## src/daf_macros.svh

```systemverilog
/*
 * daf constants
 * sizes of the flanger delay line and its LFO sweep,
 * plus the fixed input to output latency of the pipeline
 */
`ifndef DAF_MACROS_SVH
`define DAF_MACROS_SVH

`default_nettype none

// delay memory entries, a power of two so pointers wrap
`define DAF_FLANGE_DEPTH 256

// shortest tap distance in samples
`define DAF_MIN_DELAY 8

// LFO steps, sweep runs 0 .. span-1 and back
`define DAF_LFO_SPAN 64

// cycles from in_valid to out_valid
`define DAF_LATENCY 5

`default_nettype wire

`endif

```

## src/daf_audio_pkg.sv

```systemverilog
/*
 * daf audio types
 * signed 16-bit samples and the stereo word, left in the high half
 */
`default_nettype none

package daf_audio_pkg;

  localparam int SAMPLE_W = 16;

  // one signed audio sample
  typedef logic signed [SAMPLE_W-1:0] sample_t;

  // one bit of headroom for sums and magnitudes
  typedef logic signed [SAMPLE_W:0] sample_ext_t;

  // matches the input word, left in bits 31:16, right in bits 15:0
  typedef struct packed {
    sample_t left;
    sample_t right;
  } stereo_t;

  // largest and smallest representable sample
  localparam sample_t SAMPLE_MAX = sample_t'(16'sh7fff);
  localparam sample_t SAMPLE_MIN = sample_t'(16'sh8000);

  // pack two channels into a stereo word
  function automatic stereo_t make_stereo(sample_t l, sample_t r);
    stereo_t s;
    s.left = l;
    s.right = r;
    return s;
  endfunction

endpackage

`default_nettype wire

```

## src/daf_ctrl_pkg.sv

```systemverilog
/*
 * daf control types
 * potentiometer readings, effect enable switches and level scaling
 */
`default_nettype none

package daf_ctrl_pkg;

  localparam int POT_W = 4;
  // one pot step is 2048 sample counts
  localparam int POT_STEP_SH = 11;

  // pot reading, 0 to 15
  typedef logic [POT_W-1:0] pot_t;

  // same order as swch_mode_en[3:0]
  typedef struct packed {
    logic flange_en;
    logic clip_en;
    logic comp_en;
    logic fade_en;
  } mode_t;

  // (p + 1) * 2048 - 1, i.e. the pot value above eleven ones
  function automatic logic [POT_W+POT_STEP_SH-1:0] pot_level(pot_t p);
    return {p, {POT_STEP_SH{1'b1}}};
  endfunction

endpackage

`default_nettype wire

```

## src/sample_if.sv

```systemverilog
/*
 * sample_if
 * one stereo sample with its valid strobe and saturation flag,
 * passed between pipeline stages without any stall
 */
`timescale 1ns/1ps
`default_nettype none

interface sample_if;
  import daf_audio_pkg::*;

  logic    valid;
  sample_t left;
  sample_t right;
  // some stage limited this sample
  logic    sat;

  modport source (output valid, output left, output right, output sat);
  modport sink   (input valid, input left, input right, input sat);

endinterface

`default_nettype wire

```

## src/amp_dynamics.sv

```systemverilog
/*
 * amp_dynamics
 * hard clipper stage followed by a threshold compressor stage,
 * both levels set in steps of 2048 by their pots
 */
`timescale 1ns/1ps
`default_nettype none

module amp_dynamics (
  input  wire logic                tb_clk,
  input  wire logic                rst_n,
  input  wire logic                clip_en,
  input  wire logic                comp_en,
  input  wire daf_ctrl_pkg::pot_t  pot_amp_clp,
  input  wire daf_ctrl_pkg::pot_t  pot_amp_com,
  sample_if.sink                   in,
  sample_if.source                 out
);
  import daf_audio_pkg::*;
  import daf_ctrl_pkg::*;

  sample_ext_t clip_lim;
  sample_ext_t comp_thr;
  sample_t     clip_l;
  sample_t     clip_r;
  logic        c_valid;
  sample_t     c_left;
  sample_t     c_right;
  logic        c_sat;

  // limit to +/- lim
  function automatic sample_t clip_ch(sample_t x, sample_ext_t lim);
    sample_ext_t xe;
    xe = sample_ext_t'(x);
    if (xe > lim) return sample_t'(lim);
    if (xe < -lim) return sample_t'(-lim);
    return x;
  endfunction

  // excess over thr shrinks by 4, sign kept
  function automatic sample_t comp_ch(sample_t x, sample_ext_t thr);
    sample_ext_t mag;
    sample_ext_t res;
    mag = (x < 0) ? -sample_ext_t'(x) : sample_ext_t'(x);
    if (mag <= thr) return x;
    res = thr + ((mag - thr) >>> 2);
    return (x < 0) ? sample_t'(-res) : sample_t'(res);
  endfunction

  assign clip_lim = sample_ext_t'(pot_level(pot_amp_clp));
  assign comp_thr = sample_ext_t'(pot_level(pot_amp_com));
  assign clip_l   = clip_ch(in.left, clip_lim);
  assign clip_r   = clip_ch(in.right, clip_lim);

  always_ff @(posedge tb_clk or negedge rst_n) begin
    if (!rst_n) begin
      c_valid   <= 1'b0;
      out.valid <= 1'b0;
    end else begin
      c_valid   <= in.valid;
      out.valid <= c_valid;
    end
  end

  // clip stage
  always_ff @(posedge tb_clk) begin
    if (clip_en) begin
      c_left  <= clip_l;
      c_right <= clip_r;
      c_sat   <= in.sat || (clip_l != in.left) || (clip_r != in.right);
    end else begin
      c_left  <= in.left;
      c_right <= in.right;
      c_sat   <= in.sat;
    end
  end

  // compress stage
  always_ff @(posedge tb_clk) begin
    out.left  <= comp_en ? comp_ch(c_left, comp_thr) : c_left;
    out.right <= comp_en ? comp_ch(c_right, comp_thr) : c_right;
    out.sat   <= c_sat;
  end

endmodule

`default_nettype wire

```

## src/flat_wrapper.sv

```systemverilog
// flat-port wrapper written by rule: the top's interface ports become plain ports
module amp_dynamics_flat import daf_audio_pkg::*; import daf_ctrl_pkg::*;
  (tb_clk, rst_n, clip_en, comp_en, pot_amp_clp, pot_amp_com, in_valid, in_left, in_right, in_sat, out_valid, out_left, out_right, out_sat);
  sample_if in_i ();
  sample_if out_i ();
  input  wire logic tb_clk;
  input  wire logic rst_n;
  input  wire logic clip_en;
  input  wire logic comp_en;
  input  wire daf_ctrl_pkg::pot_t pot_amp_clp;
  input  wire daf_ctrl_pkg::pot_t pot_amp_com;
  input wire logic [$bits(in_i.valid)-1:0] in_valid;
  input wire logic [$bits(in_i.left)-1:0] in_left;
  input wire logic [$bits(in_i.right)-1:0] in_right;
  input wire logic [$bits(in_i.sat)-1:0] in_sat;
  output wire logic [$bits(out_i.valid)-1:0] out_valid;
  output wire logic [$bits(out_i.left)-1:0] out_left;
  output wire logic [$bits(out_i.right)-1:0] out_right;
  output wire logic [$bits(out_i.sat)-1:0] out_sat;
  assign in_i.valid = in_valid;
  assign in_i.left = in_left;
  assign in_i.right = in_right;
  assign in_i.sat = in_sat;
  assign out_valid = out_i.valid;
  assign out_left = out_i.left;
  assign out_right = out_i.right;
  assign out_sat = out_i.sat;
  amp_dynamics u_core (.tb_clk(tb_clk), .rst_n(rst_n), .clip_en(clip_en), .comp_en(comp_en), .pot_amp_clp(pot_amp_clp), .pot_amp_com(pot_amp_com), .in(in_i), .out(out_i));
endmodule
```

## config.mk

```make
export PLATFORM = sky130hd
export DESIGN_NAME = amp_dynamics_flat
export DESIGN_NICKNAME = d
export VERILOG_FILES = /design/src/daf_macros.svh /design/src/daf_audio_pkg.sv /design/src/daf_ctrl_pkg.sv /design/src/sample_if.sv /design/src/amp_dynamics.sv /design/src/flat_wrapper.sv
export SDC_FILE = /design/constraint.sdc
export NUM_CORES = 1
export LEC_CHECK = 0
export ABC_AREA = 1
export BUFFER_PORTS_ARGS = -buffer_cell sky130_fd_sc_hd__buf_2
export CAP_MARGIN = 30
export CORE_ASPECT_RATIO = 1.75
export CORE_MARGIN = 4
export CORE_UTILIZATION = 49
export CTS_BUF_LIST = sky130_fd_sc_hd__clkbuf_2
export DETAILED_ROUTE_END_ITERATION = 12
export GPL_TIMING_DRIVEN = 0
export HOLD_SLACK_MARGIN = 0.03
export PLACE_DENSITY_LB_ADDON = 0.3
export SETUP_SLACK_MARGIN = 0.3
export SLEW_MARGIN = 20
export SYNTH_ARGS = -nofsm -noshare
export SYNTH_HDL_FRONTEND = slang
export SYNTH_SLANG_ARGS = --single-unit
```

## constraint.sdc

```tcl
create_clock -name tb_clk -period 5.1 [get_ports tb_clk]
set_input_delay 1.02 -clock tb_clk [delete_from_list [all_inputs] [get_ports tb_clk]]
set_output_delay 1.02 -clock tb_clk [all_outputs]
set_load 0.1 [all_outputs]
```

==> impl_metrics.toml <==
[placement]
io_buffers = 79
dp_hpwl_mm = 14.12
place_ws_ns = 1.048
placed_cell_area_sq_mm = 0.007127
gp_congestion = 0.8881

[worst_setup_path]
crit_fanout = 5
cp-start-kind = "flop"
r2r_cells = 28
r2r-start = "u_core.c_right[2]"
cp.arrival_ns = 4.56
r2r_slack_ns = 1.03
critical_path_class = "reg -> reg"
cpMostUsedCell = "nand2_1"
worstSetupEndpoint = "u_core.out.right[15]"
cpPeakStageDelay_ns = 0.38
critPathCaptureType = "flop"
r2r_end = "u_core.out.right[15]"
slowest_stage = "dfxtp_1"
worstSetupStartpoint = "u_core.c_right[2]"
crit_required_ns = 5.59

[drt]
vias = 6877
drc = 0
drt-initial-drc-count = 225
routed_wl_mm = 16.96
viasPerCell = 5.079
drt-pass1-iter-count = 4
avgRoutedWirePerCell_um = 12.52
route.antenna.remaining_nets = 0

[sta]
maxSlewViolCount = 0
period_share_pct = 79.80
setup_viol = 0
finalCriticalPeriod_ns = 4.070
finalHoldViolCount = 0
max_slew.worst_pin.slew_ns = 0.5336
setup_tns_ns = 0
rsz0062_at_grt = "false"
setup_ws_ns = 1.030
fmax_mhz = 245.7
maxSlewHeadroom_pct = 64.43
skew_ns = 0.03302

[yosys]
netlist_area_sq_mm = 0.006518
yosysWarningCount = 0
ys.flop_type = "dfxtp_1"
yosysSeqAreaShare_pct = 21.04
synth_fp_nets = 1180
ys_types = 44
synth-edff-count = 0
syn_area_per_cell_sq_um = 5.990
netlist_instances = 1088
ys_seq_elements = 68
async_flop_share_pct = 2.941

[die]
die_h_um = 160.6
coreArea_sq_mm = 0.01301
start_util_pct = 50.11
die-area_sq_mm = 0.01528
rows = 55
fp.dieW_um = 95.18
io_pins = 80

[power]
power.density_mw_per_mm2 = 383.6
p_total_w = 0.002782
pwr-share-comb_pct = 62.7
p_seq_share_pct = 24.5
pwr-share-clk_pct = 12.8
ir_drop_mv = 0.2704
power.internal_w = 0.001211
p_leak_nw = 3.987
p_sw_w = 0.001572
switching_share_pct = 56.49

[global_route]
grt_overflow = 0
grt_pass1_wl_mm = 28.72
grt_pass1_vias = 6668
grt_usage_pct = 23.36
grt_antenna_before_repair = 0
grt_max_degree = 15

[cells_and_area]
most-common-layout-cells = "337 x nand2_1, 139 x inv_1, 106 x nor2_1"
nets = 1270
n_fill_cell = 1370
syn2layout_area_growth_pct = 11.29
layout_commonest_cell = "nand2_1"
antenna_cells = 0
layout-drive-gt1-share_pct = 16.48
final_area_sq_mm = 0.007253

[cts]
ctsLongestPathBuffers = 2
postCtsSetupRepairBufs = 0
clk_transition_reported_paths_ns = 0.21
clockRootBuffer = "clkbuf_2"
htree_levels = 3
cts_resized = 0
cts_tree = "done"
clock_sinks = 68
ctsHoldBuffers = 0
cts_made_buffers = 9
clock_latency_ns = 0.58

[hold_path]
hold_path_class = "in -> async"

[flow_run]
maxCapViolations = 0

[status]
status = "complete, no violations"
## power groups by stage
stage | Clock (W) | Combinational (W) | Sequential (W)
after floorplan | 0 | 0.000934 | 0.00119
after global placement | 0 | 0.00172 | 0.000693
after detailed placement | 0 | 0.00174 | 0.000694
after CTS | 0.000364 | 0.00175 | 0.000682
after global routing | 0.000386 | 0.00194 | 0.000695
final | 0.000356 | 0.00174 | 0.000682
## how the worst min path moves through the flow
| stage | cells past startpoint | end | startpoint | slack, ns |
|---|---|---|---|---|
| CTS | 1 | u_core.c_valid | rst_n | 0.17 |
| global placement | 0 | u_core.out.sat | u_core.c_sat | 0.31 |
| detailed placement | 0 | u_core.out.sat | u_core.c_sat | 0.31 |
| global route | 1 | u_core.c_valid | rst_n | 0.18 |
| finish | 1 | u_core.c_valid | rst_n | 0.20 |
| floorplan | 0 | u_core.out.sat | u_core.c_sat | 0.31 |
## layout make-up
type                    count  area [sq um]  area share [%]
multi-input cells         850          4468           61.60
inverters                 153         574.3           7.918
flip-flops and latches     68          1371           18.91
plain buffers              17         103.9           1.432
well taps                 171         214.0           2.950
clock buffers               9         45.04          0.6210
clock inverters             7         81.33           1.121
repair buffers             79         395.4           5.451
## critical path, delay by kind of cell, from the launching register on
family | cells | cell delay [ns]
buffers and inverters | 3 | 0.23
AND/OR/NAND/NOR | 20 | 2.18
XOR/XNOR | 1 | 0.15
flip-flops | 1 | 0.38
adder cells (fa/ha/maj) | 2 | 0.62
AO/OA/AOI/OAI | 2 | 0.44
## synthesized netlist by cell type, types with 2 or more instances
cell type,number,area [sq um]
a211oi_1,2,15.01
a21o_1,2,15.01
a21oi_1,39,195.2
buf_1,3,11.26
buf_2,5,25.02
buf_4,3,22.52
buf_6,3,33.78
clkbuf_1,3,11.26
dfrtp_1,2,50.05
dfxtp_1,66,1321
ha_1,46,575.6
inv_1,139,521.8
inv_2,14,52.55
nand2_1,337,1265
nand2_2,32,200.2
nand3_1,85,425.4
nand3_2,8,80.08
nand3_4,2,35.03
nand3b_1,5,37.54
nand4_1,12,75.07
nor2_1,106,397.9
nor2_2,16,100.1
nor2_4,6,67.56
nor3_1,11,55.05
nor4_1,8,50.05
o2111ai_1,4,35.03
o211ai_1,4,30.03
o21ai_0,65,325.3
o21ai_1,3,15.01
o21bai_1,4,30.03
o221ai_1,3,26.28
or2_2,8,50.05
xnor2_1,6,52.55
xor2_1,26,227.7
## state kept, by name, summed over array words and instances, names as in the netlist
register and count:
u_core.c_sat 1, u_core.out.sat 1, u_core.out.left 16, u_core.c_valid 1
u_core.c_right 16, u_core.out.valid 1, u_core.out.right 16, u_core.c_left 16
## layer usage
metal	GRT usage [%]	up-vias	wire length, um
met2	47.15	113	9641
met1	22.07	3068	6099
met5	0	-	0
met4	10.84	0	737
li1	-	3645	-
met3	2.577	51	479
## cells by family (layout without fill, tap and decap cells)
group / count (synthesis) / after routing / share of synthesized area, %
buffers and inverters: 170 / 265 / 10.40
xor gates and xnor gates: 32 / 32 / 4.300
adders and majority gates: 46 / 46 / 8.831
and+or+nand+nor: 639 / 639 / 43.94
AOI/OAI and AO/OA: 133 / 133 / 11.48
DFF: 68 / 68 / 21.04
## per-stage QoR
step | utilization [%] | cells | hold WS (ns)
after floorplan | - | 1088 | 0.3096
after global placement | 54.80 | 1338 | 0.3143
after detailed placement | 54.80 | 1338 | 0.3128
after CTS | 55.77 | 1354 | 0.1674
after global routing | 55.77 | 1354 | 0.1752
final | 55.77 | 1354 | 0.1979
Note: power is estimated with default switching activity, not from simulation.
