<file path="config.mk">
export PLATFORM = sky130hd
export DESIGN_NAME = fader_flat
export DESIGN_NICKNAME = d
export VERILOG_FILES = /design/src/daf_macros.svh /design/src/daf_audio_pkg.sv /design/src/daf_ctrl_pkg.sv /design/src/sample_if.sv /design/src/fader.sv /design/src/flat_wrapper.sv
export SDC_FILE = /design/constraint.sdc
export NUM_CORES = 1
export LEC_CHECK = 0
export BUFFER_PORTS_ARGS = -buffer_cell sky130_fd_sc_hd__buf_2
export CAP_MARGIN = 25
export CORE_UTILIZATION = 55
export DETAILED_ROUTE_END_ITERATION = 7
export PLACE_DENSITY = 0.76
export SLEW_MARGIN = 20
export SYNTH_ARGS = -nofsm -noshare
export SYNTH_HDL_FRONTEND = slang
export SYNTH_SLANG_ARGS = --single-unit
</file>
<file path="constraint.sdc">
create_clock -name tb_clk -period 6.56 [get_ports tb_clk]
set_clock_uncertainty 0.2 [all_clocks]
set_input_delay 0.656 -clock tb_clk [delete_from_list [all_inputs] [get_ports tb_clk]]
set_output_delay 0.656 -clock tb_clk [all_outputs]
set_load 0.03 [all_outputs]
</file>
<file path="src/daf_macros.svh">
/*
 * daf constants
 * sizes of the flanger delay line and its LFO sweep,
 * plus the fixed input to output latency of the pipeline
 */
`ifndef DAF_MACROS_SVH
`define DAF_MACROS_SVH

`default_nettype none

// delay memory entries, a power of two so pointers wrap
`define DAF_FLANGE_DEPTH 256

// shortest tap distance in samples
`define DAF_MIN_DELAY 8

// LFO steps, sweep runs 0 .. span-1 and back
`define DAF_LFO_SPAN 64

// cycles from in_valid to out_valid
`define DAF_LATENCY 5

`default_nettype wire

`endif

</file>
<file path="src/daf_audio_pkg.sv">
/*
 * daf audio types
 * signed 16-bit samples and the stereo word, left in the high half
 */
`default_nettype none

package daf_audio_pkg;

  localparam int SAMPLE_W = 16;

  // one signed audio sample
  typedef logic signed [SAMPLE_W-1:0] sample_t;

  // one bit of headroom for sums and magnitudes
  typedef logic signed [SAMPLE_W:0] sample_ext_t;

  // matches the input word, left in bits 31:16, right in bits 15:0
  typedef struct packed {
    sample_t left;
    sample_t right;
  } stereo_t;

  // largest and smallest representable sample
  localparam sample_t SAMPLE_MAX = sample_t'(16'sh7fff);
  localparam sample_t SAMPLE_MIN = sample_t'(16'sh8000);

  // pack two channels into a stereo word
  function automatic stereo_t make_stereo(sample_t l, sample_t r);
    stereo_t s;
    s.left = l;
    s.right = r;
    return s;
  endfunction

endpackage

`default_nettype wire

</file>
<file path="src/daf_ctrl_pkg.sv">
/*
 * daf control types
 * potentiometer readings, effect enable switches and level scaling
 */
`default_nettype none

package daf_ctrl_pkg;

  localparam int POT_W = 4;
  // one pot step is 2048 sample counts
  localparam int POT_STEP_SH = 11;

  // pot reading, 0 to 15
  typedef logic [POT_W-1:0] pot_t;

  // same order as swch_mode_en[3:0]
  typedef struct packed {
    logic flange_en;
    logic clip_en;
    logic comp_en;
    logic fade_en;
  } mode_t;

  // (p + 1) * 2048 - 1, i.e. the pot value above eleven ones
  function automatic logic [POT_W+POT_STEP_SH-1:0] pot_level(pot_t p);
    return {p, {POT_STEP_SH{1'b1}}};
  endfunction

endpackage

`default_nettype wire

</file>
<file path="src/sample_if.sv">
/*
 * sample_if
 * one stereo sample with its valid strobe and saturation flag,
 * passed between pipeline stages without any stall
 */
`timescale 1ns/1ps
`default_nettype none

interface sample_if;
  import daf_audio_pkg::*;

  logic    valid;
  sample_t left;
  sample_t right;
  // some stage limited this sample
  logic    sat;

  modport source (output valid, output left, output right, output sat);
  modport sink   (input valid, input left, input right, input sat);

endinterface

`default_nettype wire

</file>
<file path="src/fader.sv">
/*
 * fader
 * volume stage, gain glides one step per sample toward pot_vol
 */
`timescale 1ns/1ps
`default_nettype none

module fader (
  input  wire logic                 tb_clk,
  input  wire logic                 rst_n,
  input  wire logic                 fade_en,
  input  wire daf_ctrl_pkg::pot_t   pot_vol,
  sample_if.sink                    in,
  output logic                      out_valid,
  output daf_audio_pkg::stereo_t    temp_out,
  output logic                      clip_led
);
  import daf_audio_pkg::*;
  import daf_ctrl_pkg::*;

  pot_t       gain;
  logic [4:0] gain_p1;

  // x * g / 16, g in 1..16
  function automatic sample_t scale(sample_t x, logic [4:0] g);
    logic signed [21:0] prod;
    prod = x * $signed({1'b0, g});
    return sample_t'(prod >>> 4);
  endfunction

  assign gain_p1 = {1'b0, gain} + 5'd1;

  always_ff @(posedge tb_clk or negedge rst_n) begin
    if (!rst_n) begin
      gain      <= '0;
      out_valid <= 1'b0;
      clip_led  <= 1'b0;
    end else begin
      out_valid <= in.valid;
      if (in.valid) begin
        clip_led <= in.sat;
        // one step toward the pot after each sample
        if (gain < pot_vol) begin
          gain <= gain + 1'b1;
        end else if (gain > pot_vol) begin
          gain <= gain - 1'b1;
        end
      end
    end
  end

  always_ff @(posedge tb_clk) begin
    temp_out.left  <= fade_en ? scale(in.left, gain_p1) : in.left;
    temp_out.right <= fade_en ? scale(in.right, gain_p1) : in.right;
  end

endmodule

`default_nettype wire

</file>
<file path="src/flat_wrapper.sv">
// flat-port wrapper written by rule: the top's interface ports become plain ports
module fader_flat import daf_audio_pkg::*; import daf_ctrl_pkg::*;
  (tb_clk, rst_n, fade_en, pot_vol, out_valid, temp_out, clip_led, in_valid, in_left, in_right, in_sat);
  sample_if in_i ();
  input  wire logic tb_clk;
  input  wire logic rst_n;
  input  wire logic fade_en;
  input  wire daf_ctrl_pkg::pot_t pot_vol;
  output logic out_valid;
  output daf_audio_pkg::stereo_t temp_out;
  output logic clip_led;
  input wire logic [$bits(in_i.valid)-1:0] in_valid;
  input wire logic [$bits(in_i.left)-1:0] in_left;
  input wire logic [$bits(in_i.right)-1:0] in_right;
  input wire logic [$bits(in_i.sat)-1:0] in_sat;
  assign in_i.valid = in_valid;
  assign in_i.left = in_left;
  assign in_i.right = in_right;
  assign in_i.sat = in_sat;
  fader u_core (.tb_clk(tb_clk), .rst_n(rst_n), .fade_en(fade_en), .pot_vol(pot_vol), .in(in_i), .out_valid(out_valid), .temp_out(temp_out), .clip_led(clip_led));
endmodule
</file>
==> results of run 1 <==
cells in the final DEF, fill, tap and decap left out, types with 21 or more instances in the layout:
master / netlist / final
fa_1: 93 / 93
nor2b_1: 62 / 62
ha_1: 73 / 73
xnor2_1: 24 / 24
a21oi_1: 32 / 32
mux2_2: 21 / 21
buf_2: 1 / 74
inv_1: 149 / 149
dfxtp_1: 32 / 32
nand2_1: 26 / 26
and2_1: 89 / 89
layer usage:
layer / track usage / vias up
li1: - / 2564
met1: 0.312 / 2615
met2: 0.463 / 100
met3: 0.0478 / 22
met4: 0.0746 / 0
met5: 0 / -
cell type report:
class                      instances  area, sq um  share of cell area
clock buffer                       8          166              0.0220
timing repair buffer              79          410              0.0543
sequential                        38          791               0.105
tap                              168          210              0.0278
inverter                         150          563              0.0745
multi-input combinational        560         5420               0.717
stage by stage:
step / setup slack, ns / hold slack, ns / cell area (sq um) / std cells
2_1_floorplan: 1.78 / 0.160 / 6840 / 768
3_3_place_gp: 1.27 / 0.287 / 7380 / 994
3_5_place_dp: 1.07 / 0.291 / 7380 / 994
4_1_cts: 1.05 / 0.310 / 7560 / 1003
5_1_grt: 0.682 / 0.315 / 7560 / 1003
6_report: 1.03 / 0.308 / 7560 / 1003
repair_timing:
action / 4_1_cts / 5_1_grt
hold buffers: 1 / 0
endpoints found under the setup margin: 0 / 0
gates resized for setup: 0 / 0
hold endpoints to repair: 6 / 0
how the worst max path moves through the flow:
| stage | from | end | cells after the start |
|---|---|---|---|
| 2_1_floorplan | u_core.gain[1] | u_core.temp_out[31] | 17 |
| 3_3_place_gp | u_core.gain[1] | u_core.temp_out[15] | 15 |
| 3_5_place_dp | u_core.gain[1] | u_core.temp_out[15] | 15 |
| 4_1_cts | u_core.gain[1] | u_core.temp_out[15] | 15 |
| 5_1_grt | u_core.gain[1] | u_core.temp_out[15] | 15 |
| 6_report | u_core.gain[1] | u_core.temp_out[15] | 15 |
worst max-delay path, stage by stage (launching register included):
cell       delay, ns
dfrtp_1         0.46
ha_1            0.93
and2_1          0.26
fa_1            0.41
inv_1           0.08
fa_1            0.43
fa_1            0.54
inv_1           0.04
ha_1            0.36
a211oi_1        0.33
o21ai_1         0.15
o2111ai_1       0.29
a31oi_1         0.24
a21o_1          0.26
a221oi_1        0.28
nand3_1         0.12
kinds of logic after synthesis:
| group | after synthesis | share of synthesized area |
|---|---|---|
| AOI/OAI and AO/OA | 107 | 0.107 |
| xor gates and xnor gates | 36 | 0.0461 |
| adders and majority gates | 166 | 0.406 |
| buffers and inverters | 170 | 0.0935 |
| DFF | 38 | 0.116 |
| muxes | 25 | 0.0404 |
| and+or+nand+nor | 226 | 0.191 |
state kept, by name, indices dropped and copies added (netlist names):
register / flops
u_core.clip_led: 1
u_core.gain: 4
u_core.out_valid: 1
u_core.temp_out: 32
==> impl_metrics.py, run 1 <==
metrics = {
    "yosys": {
        "synth_warnings": 0,
        "synth_top_area_share": 0.272,
        "synth_most_common_cell": "inv_1",
        "count_of_state_elements_after_synthesis": 38,
        "portion_of_the_post_synthesis_area_used_by_sequential_elements": 0.116,
        "ys_async_sr_fraction": 0.158,
        "number_of_enable_flip_flop_cells_after_synthesis": 0,
        "synth_ff_type": "dfxtp_1",
        "netlist-cell-type-count": 57,
        "syn_inst": 768,
        "post_synth_instance_area_sq_mm": 0.00684,
        "top_post_synthesis_cells_by_count": "inv_1 (149), fa_1 (93), and2_1 (89)",
        "syn_area_per_cell_sq_um": 8.90,
        "yosys-top-cells-area": "fa_1 (27%), ha_1 (13%), dfxtp_1 (9.4%), inv_1 (8.2%), and2_1 (8.1%)",
        "synth_largest_area_cell": "fa_1",
        "postSynthNetCount": 975,
    },
    "worst_setup_path": {
        "cp.arrival_ns": 5.50,
        "worst_setup_path_start_kind": "register",
        "setup_slack_of_the_most_critical_reg_to_reg_path_ns": 1.03,
        "cp-end-kind": "register",
        "r2r-end": "u_core.temp_out[15]",
        "criticalPathCategory": "reg -> reg",
        "worstPathRequired_ns": 6.53,
        "critical_path.max_fanout": 32,
        "crit-reg2reg-launch": "u_core.gain[1]",
        "register_to_register_path_depth": 15,
    },
    "global_routing": {
        "grt_pass1_vias": 5555,
        "track_usage": 0.257,
        "grt_pass1_wl_microns": 26100,
        "grt_max_degree": 40,
        "grt-ovfl-total": 0,
        "grt_antenna_before_repair": 0,
    },
    "route": {
        "met3RoutedLength_microns": 579,
        "avgViaCountPerCell": 5.29,
        "number_of_drc_violations_after_detailed_routing_iteration_0": 238,
        "topRoutingLayerUsed": "met4",
        "vias": 5301,
        "drc": 0,
        "wire_per_inst_microns": 15.1,
        "wl_met2_microns": 7770,
        "totalWireLength_microns": 15200,
        "wl_met1_microns": 6560,
        "antenna_left": 0,
        "pre_repair_dr_iteration_count": 4,
    },
    "clock_tree": {
        "max-clock-path-buffers": 2,
        "clkLatencyLatePin_ns": 0.30,
        "cts-buffers-inserted": 5,
        "clkSlewWorstSetupHoldPaths_ns": 0.06,
        "tritoncts": "yes",
        "cts.repair_timing.setup_buffer_count": 0,
        "cts_max_level": 2,
        "clock_root_buffer": "clkbuf_16",
        "cts.sinks": 38,
    },
    "final_layout": {
        "insertedDiodeCount": 0,
        "finish.net_count": 1041,
        "finalCoreUtilization": 0.626,
        "layout.filler_cells": 1031,
        "drive_gt1_frac": 0.143,
        "layout-area-overhead-vs-synth_pct": 10.5,
    },
    "sta": {
        "relSlewSlack": 0.360,
        "number_of_max_slew_violations_in_the_final_report": 0,
        "slew_worst_pin_ns": 0.961,
        "setup_tns_ns": 0,
        "report.final.hold_viol_count": 0,
        "setup_viol": 0,
        "rsz0062_at_grt": "false",
        "fmax_ghz": 0.181,
        "share_of_the_clock_period_used_by_the_worst_path": 0.842,
        "min_period_ns": 5.53,
    },
    "die": {
        "num_rows": 40,
        "start_util": 0.567,
        "die_y_microns": 114,
        "floorplan.die_area_sq_mm": 0.0129,
        "ios": 75,
        "fp.dieW_microns": 114,
        "design.core.area_sq_mm": 0.0121,
    },
    "min_path": {
        "worstHoldStart": "u_core.clip_led",
        "hold-path-endpoint": "u_core.clip_led",
        "hold_path_depth": 1,
        "hold_class": "reg -> reg",
    },
    "placed_design": {
        "dp_hpwl_microns": 12000,
        "finalWeightedCongestion": 0.874,
        "buffer_ports.inserted": 74,
    },
    "run_status": {
        "run_status": "complete, no violations",
    },
    "job": {
        "max_cap_violations": 0,
    },
}
Power of run 1 is not shown: default switching activity piles up to over one toggle a cycle in this logic, so the estimate is an artifact.
==> run 2, diff against run 1 <==
--- a/config.mk
+++ b/config.mk
@@ -5,11 +5,12 @@
 export SDC_FILE = /design/constraint.sdc
 export NUM_CORES = 1
 export LEC_CHECK = 0
+export ABC_AREA = 1
 export BUFFER_PORTS_ARGS = -buffer_cell sky130_fd_sc_hd__buf_2
 export CAP_MARGIN = 25
 export CORE_UTILIZATION = 55
 export DETAILED_ROUTE_END_ITERATION = 7
-export PLACE_DENSITY = 0.76
+export PLACE_DENSITY = 0.75
 export SLEW_MARGIN = 20
 export SYNTH_ARGS = -nofsm -noshare
 export SYNTH_HDL_FRONTEND = slang
==> constraint.sdc (replaced) <==
create_clock -name tb_clk -period 5.43 [get_ports tb_clk]
set_clock_uncertainty 0.2 [all_clocks]
set_input_delay 0.543 -clock tb_clk [delete_from_list [all_inputs] [get_ports tb_clk]]
set_output_delay 0.543 -clock tb_clk [all_outputs]
set_load 0.03 [all_outputs]
==> impl_metrics.py, run 2 <==
metrics = {
    "final_layout": {
        "stdcell_area_sq_mm": 0.00769,
        "drive_gt1_frac": 0.0949,
        "layout-area-overhead-vs-synth_pct": 9.98,
        "finish.net_count": 1291,
        "mostFrequentLayoutCells": "inv_1 (255), nand2_1 (207), nor2_1 (154)",
        "largest_reg_flops": 32,
        "insertedDiodeCount": 0,
        "layout.cells.most_common": "inv_1",
        "max_flop_register": "u_core.temp_out",
        "top_registers": "u_core.temp_out (32), u_core.gain (4)",
        "finalCoreUtilization": 0.630,
    },
    "global_routing": {
        "track_usage": 0.269,
        "grt_antenna_before_repair": 0,
        "grt-ovfl-total": 0,
        "grt_max_degree": 39,
        "grt_pass1_wl_microns": 27600,
        "grt_pass1_vias": 5998,
    },
    "sta": {
        "fmax_ghz": 0.212,
        "slew_worst_pin_ns": 0.800,
        "report.final.hold_viol_count": 0,
        "setup_tns_ns": 0,
        "number_of_max_slew_violations_in_the_final_report": 0,
        "min_period_ns": 4.73,
        "setup_viol": 0,
        "relSlewSlack": 0.467,
        "share_of_the_clock_period_used_by_the_worst_path": 0.871,
        "rsz0062_at_grt": "false",
    },
    "die": {
        "die_y_microns": 115,
        "num_rows": 40,
        "design.core.area_sq_mm": 0.0122,
        "start_util": 0.573,
        "floorplan.die_area_sq_mm": 0.0132,
        "fp.dieW_microns": 115,
        "ios": 75,
    },
    "route": {
        "drc": 0,
        "wire_per_inst_microns": 12.9,
        "number_of_drc_violations_after_detailed_routing_iteration_0": 519,
        "vias": 6293,
        "pre_repair_dr_iteration_count": 8,
        "totalWireLength_microns": 16100,
        "avgViaCountPerCell": 5.02,
        "antenna_left": 0,
    },
    "worst_setup_path": {
        "worst_setup_path_start_kind": "register",
        "worst_path_max_delay_cell": "fa_1",
        "critical_path.max_fanout": 29,
        "register_to_register_path_depth": 21,
        "worst_path_largest_cell_delay_ns": 0.54,
        "worstPathRequired_ns": 5.37,
        "criticalPathCategory": "reg -> reg",
        "crit_top_cell": "inv_1",
        "cp.arrival_ns": 4.67,
        "setup_slack_of_the_most_critical_reg_to_reg_path_ns": 0.70,
        "worstPathCellList": "ha_1 > nand2_2 > inv_1 > nor2_2 > inv_1 > buf_4 > nor2_1 > fa_1 > fa_1 > inv_1 > fa_1 > inv_1 > ha_1 > nand2_1 > inv_1 > a21oi_1 > nand2_1 > nand2_1 > nand4_1 > nand3_1 > o21ai_0",
        "cp-end-kind": "register",
        "r2r-end": "u_core.temp_out[25]",
        "crit-reg2reg-launch": "u_core.gain[1]",
    },
    "placed_design": {
        "place_area_sq_mm": 0.00751,
        "finalWeightedCongestion": 0.895,
        "dp_hpwl_microns": 13000,
        "buffer_ports.inserted": 74,
    },
    "yosys": {
        "synth_ff_type": "dfxtp_1",
        "syn_area_per_cell_sq_um": 6.86,
        "portion_of_the_post_synthesis_area_used_by_sequential_elements": 0.113,
        "ys_async_sr_fraction": 0.158,
        "netlist-cell-type-count": 36,
        "number_of_enable_flip_flop_cells_after_synthesis": 0,
        "synth_largest_area_cell": "fa_1",
        "post_synth_instance_area_sq_mm": 0.00700,
        "syn_inst": 1020,
        "synth_top_area_share": 0.266,
        "top_post_synthesis_cells_by_count": "inv_1 (255), nand2_1 (207), nor2_1 (154)",
        "count_of_state_elements_after_synthesis": 38,
        "synth_warnings": 0,
        "yosys-top-cells-area": "fa_1 (27%), inv_1 (14%), ha_1 (13%), nand2_1 (11%), dfxtp_1 (9.2%)",
        "synth_most_common_cell": "inv_1",
        "postSynthNetCount": 1227,
    },
    "run_status": {
        "run_status": "complete, no violations",
    },
    "min_path": {
        "hold_class": "in -> reg",
        "hold-path-endpoint": "u_core.out_valid",
        "hold_path_depth": 1,
        "worstHoldStart": "in_valid",
    },
    "clock_tree": {
        "clock_root_buffer": "clkbuf_16",
        "cts-buffers-inserted": 5,
        "tritoncts": "yes",
        "cts_resized": 0,
        "clkLatencyLatePin_ns": 0.30,
        "max-clock-path-buffers": 2,
        "cts_max_level": 2,
        "cts.sinks": 38,
        "clkSlewWorstSetupHoldPaths_ns": 0.06,
    },
    "job": {
        "max_cap_violations": 0,
    },
}
[run 2: changes by cell type in the layout (fill, tap and decap cells not counted), moves of 20 or more]
| cell | change |
|---|---|
| nand3_1 | +41 |
| nor2b_1 | -62 |
| nand2_1 | +181 |
| inv_1 | +106 |
| mux2_2 | -20 |
| nor2_1 | +135 |
| and2_1 | -88 |
[run 2: what timing repair did]
action / 4_1_cts / 5_1_grt
buffers inserted: 0 / 0
hold endpoints to repair: 6 / 0
hold buffers: 1 / 0
[run 2: area by class of cell]
type | count | area (sq um)
Timing Repair Buffer | 79 | 443
Fill cell | 1185 | 4520
Inverter | 260 | 976
Tap cell | 168 | 210
Clock inverter | 1 | 5.00
Clock buffer | 7 | 143
Multi-Input combinational cell | 700 | 5130
Sequential cell | 38 | 791
[run 2: cells by family (layout without fill, tap and decap cells)]
kind of cell	after synthesis	count (layout)	synth area share
compound gates	74	74	0.0544
xor+xnor	13	13	0.0163
fa+ha+maj	166	166	0.397
buf+inv	282	347	0.154
flops	38	38	0.113
mux	1	1	0.00161
simple gates	446	446	0.264
[run 2: critical path: cells and delay by family (launching register included)]
| family | cells | cell delay (ns) |
|---|---|---|
| adder cells (fa/ha/maj) | 5 | 2.06 |
| buffers and inverters | 6 | 0.51 |
| flip-flops | 1 | 0.48 |
| AND/OR/NAND/NOR | 8 | 0.96 |
| AO/OA/AOI/OAI | 2 | 0.35 |
[run 2: stage by stage]
| stage | cells | hold WS [ns] | setup WS (ns) |
|---|---|---|---|
| 2_1_floorplan | 1020 | 0.0474 | 1.08 |
| 3_3_place_gp | 1243 | 0.181 | 0.808 |
| 3_5_place_dp | 1243 | 0.176 | 0.738 |
| 4_1_cts | 1252 | 0.193 | 0.728 |
| 5_1_grt | 1253 | 0.198 | 0.398 |
| 6_report | 1253 | 0.196 | 0.702 |
[run 2: how the worst max path moves through the flow]
stage | from | to | cells past startpoint
4_1_cts | u_core.gain[1] | u_core.temp_out[15] | 20
2_1_floorplan | u_core.gain[1] | u_core.temp_out[27] | 19
3_3_place_gp | u_core.gain[1] | u_core.temp_out[15] | 20
3_5_place_dp | u_core.gain[1] | u_core.temp_out[15] | 20
5_1_grt | u_core.gain[1] | u_core.temp_out[31] | 23
6_report | u_core.gain[1] | u_core.temp_out[25] | 21
[run 2: per-layer routing]
layer	vias up	share of wire	global-route usage
li1	3157	-	-
met3	17	0.058	0.0385
met4	0	0.014	0.0814
met1	2930	0.46	0.363
met2	189	0.47	0.451
met5	-	0	0
Power of run 2 is left out for the same reason.
==> run 3, diff against run 2 <==
--- a/config.mk
+++ b/config.mk
@@ -8,9 +8,9 @@
 export ABC_AREA = 1
 export BUFFER_PORTS_ARGS = -buffer_cell sky130_fd_sc_hd__buf_2
 export CAP_MARGIN = 25
-export CORE_UTILIZATION = 55
+export CORE_UTILIZATION = 35
+export CTS_BUF_LIST = sky130_fd_sc_hd__clkbuf_4 sky130_fd_sc_hd__clkbuf_8
 export DETAILED_ROUTE_END_ITERATION = 7
-export PLACE_DENSITY = 0.75
 export SLEW_MARGIN = 20
 export SYNTH_ARGS = -nofsm -noshare
 export SYNTH_HDL_FRONTEND = slang
==> impl_metrics.py, run 3 (synthesis gave the netlist of run 2 again) <==
metrics = {
    "worst_setup_path": {
        "cp.arrival_ns": 4.66,
        "critical_path.max_fanout": 18,
        "worst_setup_path_start_kind": "register",
        "worstPathRequired_ns": 5.39,
        "criticalPathCategory": "reg -> reg",
        "cp-end-kind": "register",
    },
    "global_routing": {
        "grt_pass1_wl_microns": 29500,
        "grt_pass1_vias": 6104,
        "track_usage": 0.182,
        "grt-ovfl-total": 0,
        "grt_max_degree": 39,
        "grt_antenna_before_repair": 0,
    },
    "sta": {
        "rsz0062_at_grt": "false",
        "report.final.hold_viol_count": 0,
        "min_period_ns": 4.71,
        "slew_worst_pin_ns": 0.807,
        "fmax_ghz": 0.213,
        "setup_tns_ns": 0,
        "setup_viol": 0,
        "fin_ws_ns": 0.724,
        "number_of_max_slew_violations_in_the_final_report": 0,
        "share_of_the_clock_period_used_by_the_worst_path": 0.867,
        "relSlewSlack": 0.462,
    },
    "route": {
        "drc": 0,
        "wire_per_inst_microns": 12.8,
        "totalWireLength_microns": 17200,
        "avgViaCountPerCell": 4.60,
        "pre_repair_dr_iteration_count": 5,
        "number_of_drc_violations_after_detailed_routing_iteration_0": 262,
        "vias": 6212,
        "antenna_left": 0,
    },
    "die": {
        "fp.dieW_microns": 143,
        "design.core.area_sq_mm": 0.0195,
        "die_y_microns": 143,
        "num_rows": 51,
        "floorplan.die_area_sq_mm": 0.0206,
        "start_util": 0.358,
        "ios": 75,
    },
    "final_layout": {
        "stdcell_area_sq_mm": 0.00775,
        "layout.filler_cells": 2165,
        "mostFrequentLayoutCells": "inv_1 (255), nand2_1 (207), nor2_1 (154)",
        "top_registers": "u_core.temp_out (32), u_core.gain (4)",
        "layout.cells.most_common": "inv_1",
        "finish.net_count": 1292,
        "layout-area-overhead-vs-synth_pct": 10.8,
        "insertedDiodeCount": 0,
        "drive_gt1_frac": 0.0959,
        "max_flop_register": "u_core.temp_out",
        "largest_reg_flops": 32,
    },
    "clock_tree": {
        "tritoncts": "yes",
        "clkSlewWorstSetupHoldPaths_ns": 0.08,
        "cts.repair_timing.setup_buffer_count": 0,
        "cts_hold_repair_buffers": 1,
        "cts-buffers-inserted": 5,
        "max-clock-path-buffers": 2,
        "cts.sinks": 38,
        "cts_max_level": 2,
        "cts_resized": 0,
        "clkLatencyLatePin_ns": 0.31,
        "clock_root_buffer": "clkbuf_8",
    },
    "placed_design": {
        "buffer_ports.inserted": 74,
        "place_area_sq_mm": 0.00767,
        "dp_hpwl_microns": 14600,
        "finalWeightedCongestion": 0.891,
        "place_ws_ns": 0.735,
    },
    "job": {
        "max_cap_violations": 0,
    },
    "min_path": {
        "hold_class": "in -> reg",
    },
    "run_status": {
        "run_status": "complete, no violations",
    },
}
-- run 3: changes by cell type in the layout (fill, tap and decap cells not counted), sizes merged --
cell / change
buf: +1
clkbuf: -2
clkinv: +1
-- run 3: layer usage --
metal / track usage / up-vias / part of all wire
met2: 0.316 / 108 / 0.48
met5: 0 / - / 0
met3: 0.0203 / 9 / 0.034
li1: - / 3165 / -
met4: 0.0308 / 0 / 0.0072
met1: 0.245 / 2930 / 0.48
-- run 3: area by class of cell --
type	instances	area (sq um)	area share
sequential	38	791	0.102
clock inverter	2	10.0	0.00129
tap	265	332	0.0428
timing repair buffer	80	450	0.0581
inverter	260	976	0.126
clock buffer	5	68.8	0.00887
multi-input combinational	700	5130	0.661
-- run 3: per-stage QoR --
step                       util  hold WS (ns)  cells
final                     0.397         0.185   1350
after global routing      0.397         0.177   1350
after CTS                 0.397         0.172   1350
after detailed placement  0.393         0.184   1342
after global placement    0.391         0.180   1341
after floorplan               -        0.0474   1020
-- run 3: path summary, 6_finish.rpt --
kind / startpoint / end / slack, ns / cells past startpoint
worst max-delay path: u_core.gain[1] / u_core.temp_out[25] / 0.72 / 18
worst min-delay path: in_valid / u_core.out_valid / 0.19 / 1
worst max register to register: u_core.gain[1] / u_core.temp_out[25] / 0.72 / 18
worst min register to register: u_core.clip_led / u_core.clip_led / 0.30 / 1
max in group asynchronous: rst_n / u_core.gain[0] / 4.51 / 2
min in group asynchronous: rst_n / u_core.clip_led / 0.37 / 2
-- run 3: worst max-delay path, cell delays in order, from the launching register on --
cell,delay [ns]
dfrtp_1,0.48
ha_1,0.68
buf_12,0.22
nand2_1,0.06
inv_1,0.07
fa_1,0.44
fa_1,0.54
inv_1,0.05
fa_1,0.47
inv_1,0.04
ha_1,0.33
nand2_1,0.13
inv_1,0.05
a21oi_1,0.22
nand2_1,0.16
nand2_1,0.11
nand4_1,0.09
nand3_1,0.09
o21ai_0,0.12
Power of run 3 is left out for the same reason.
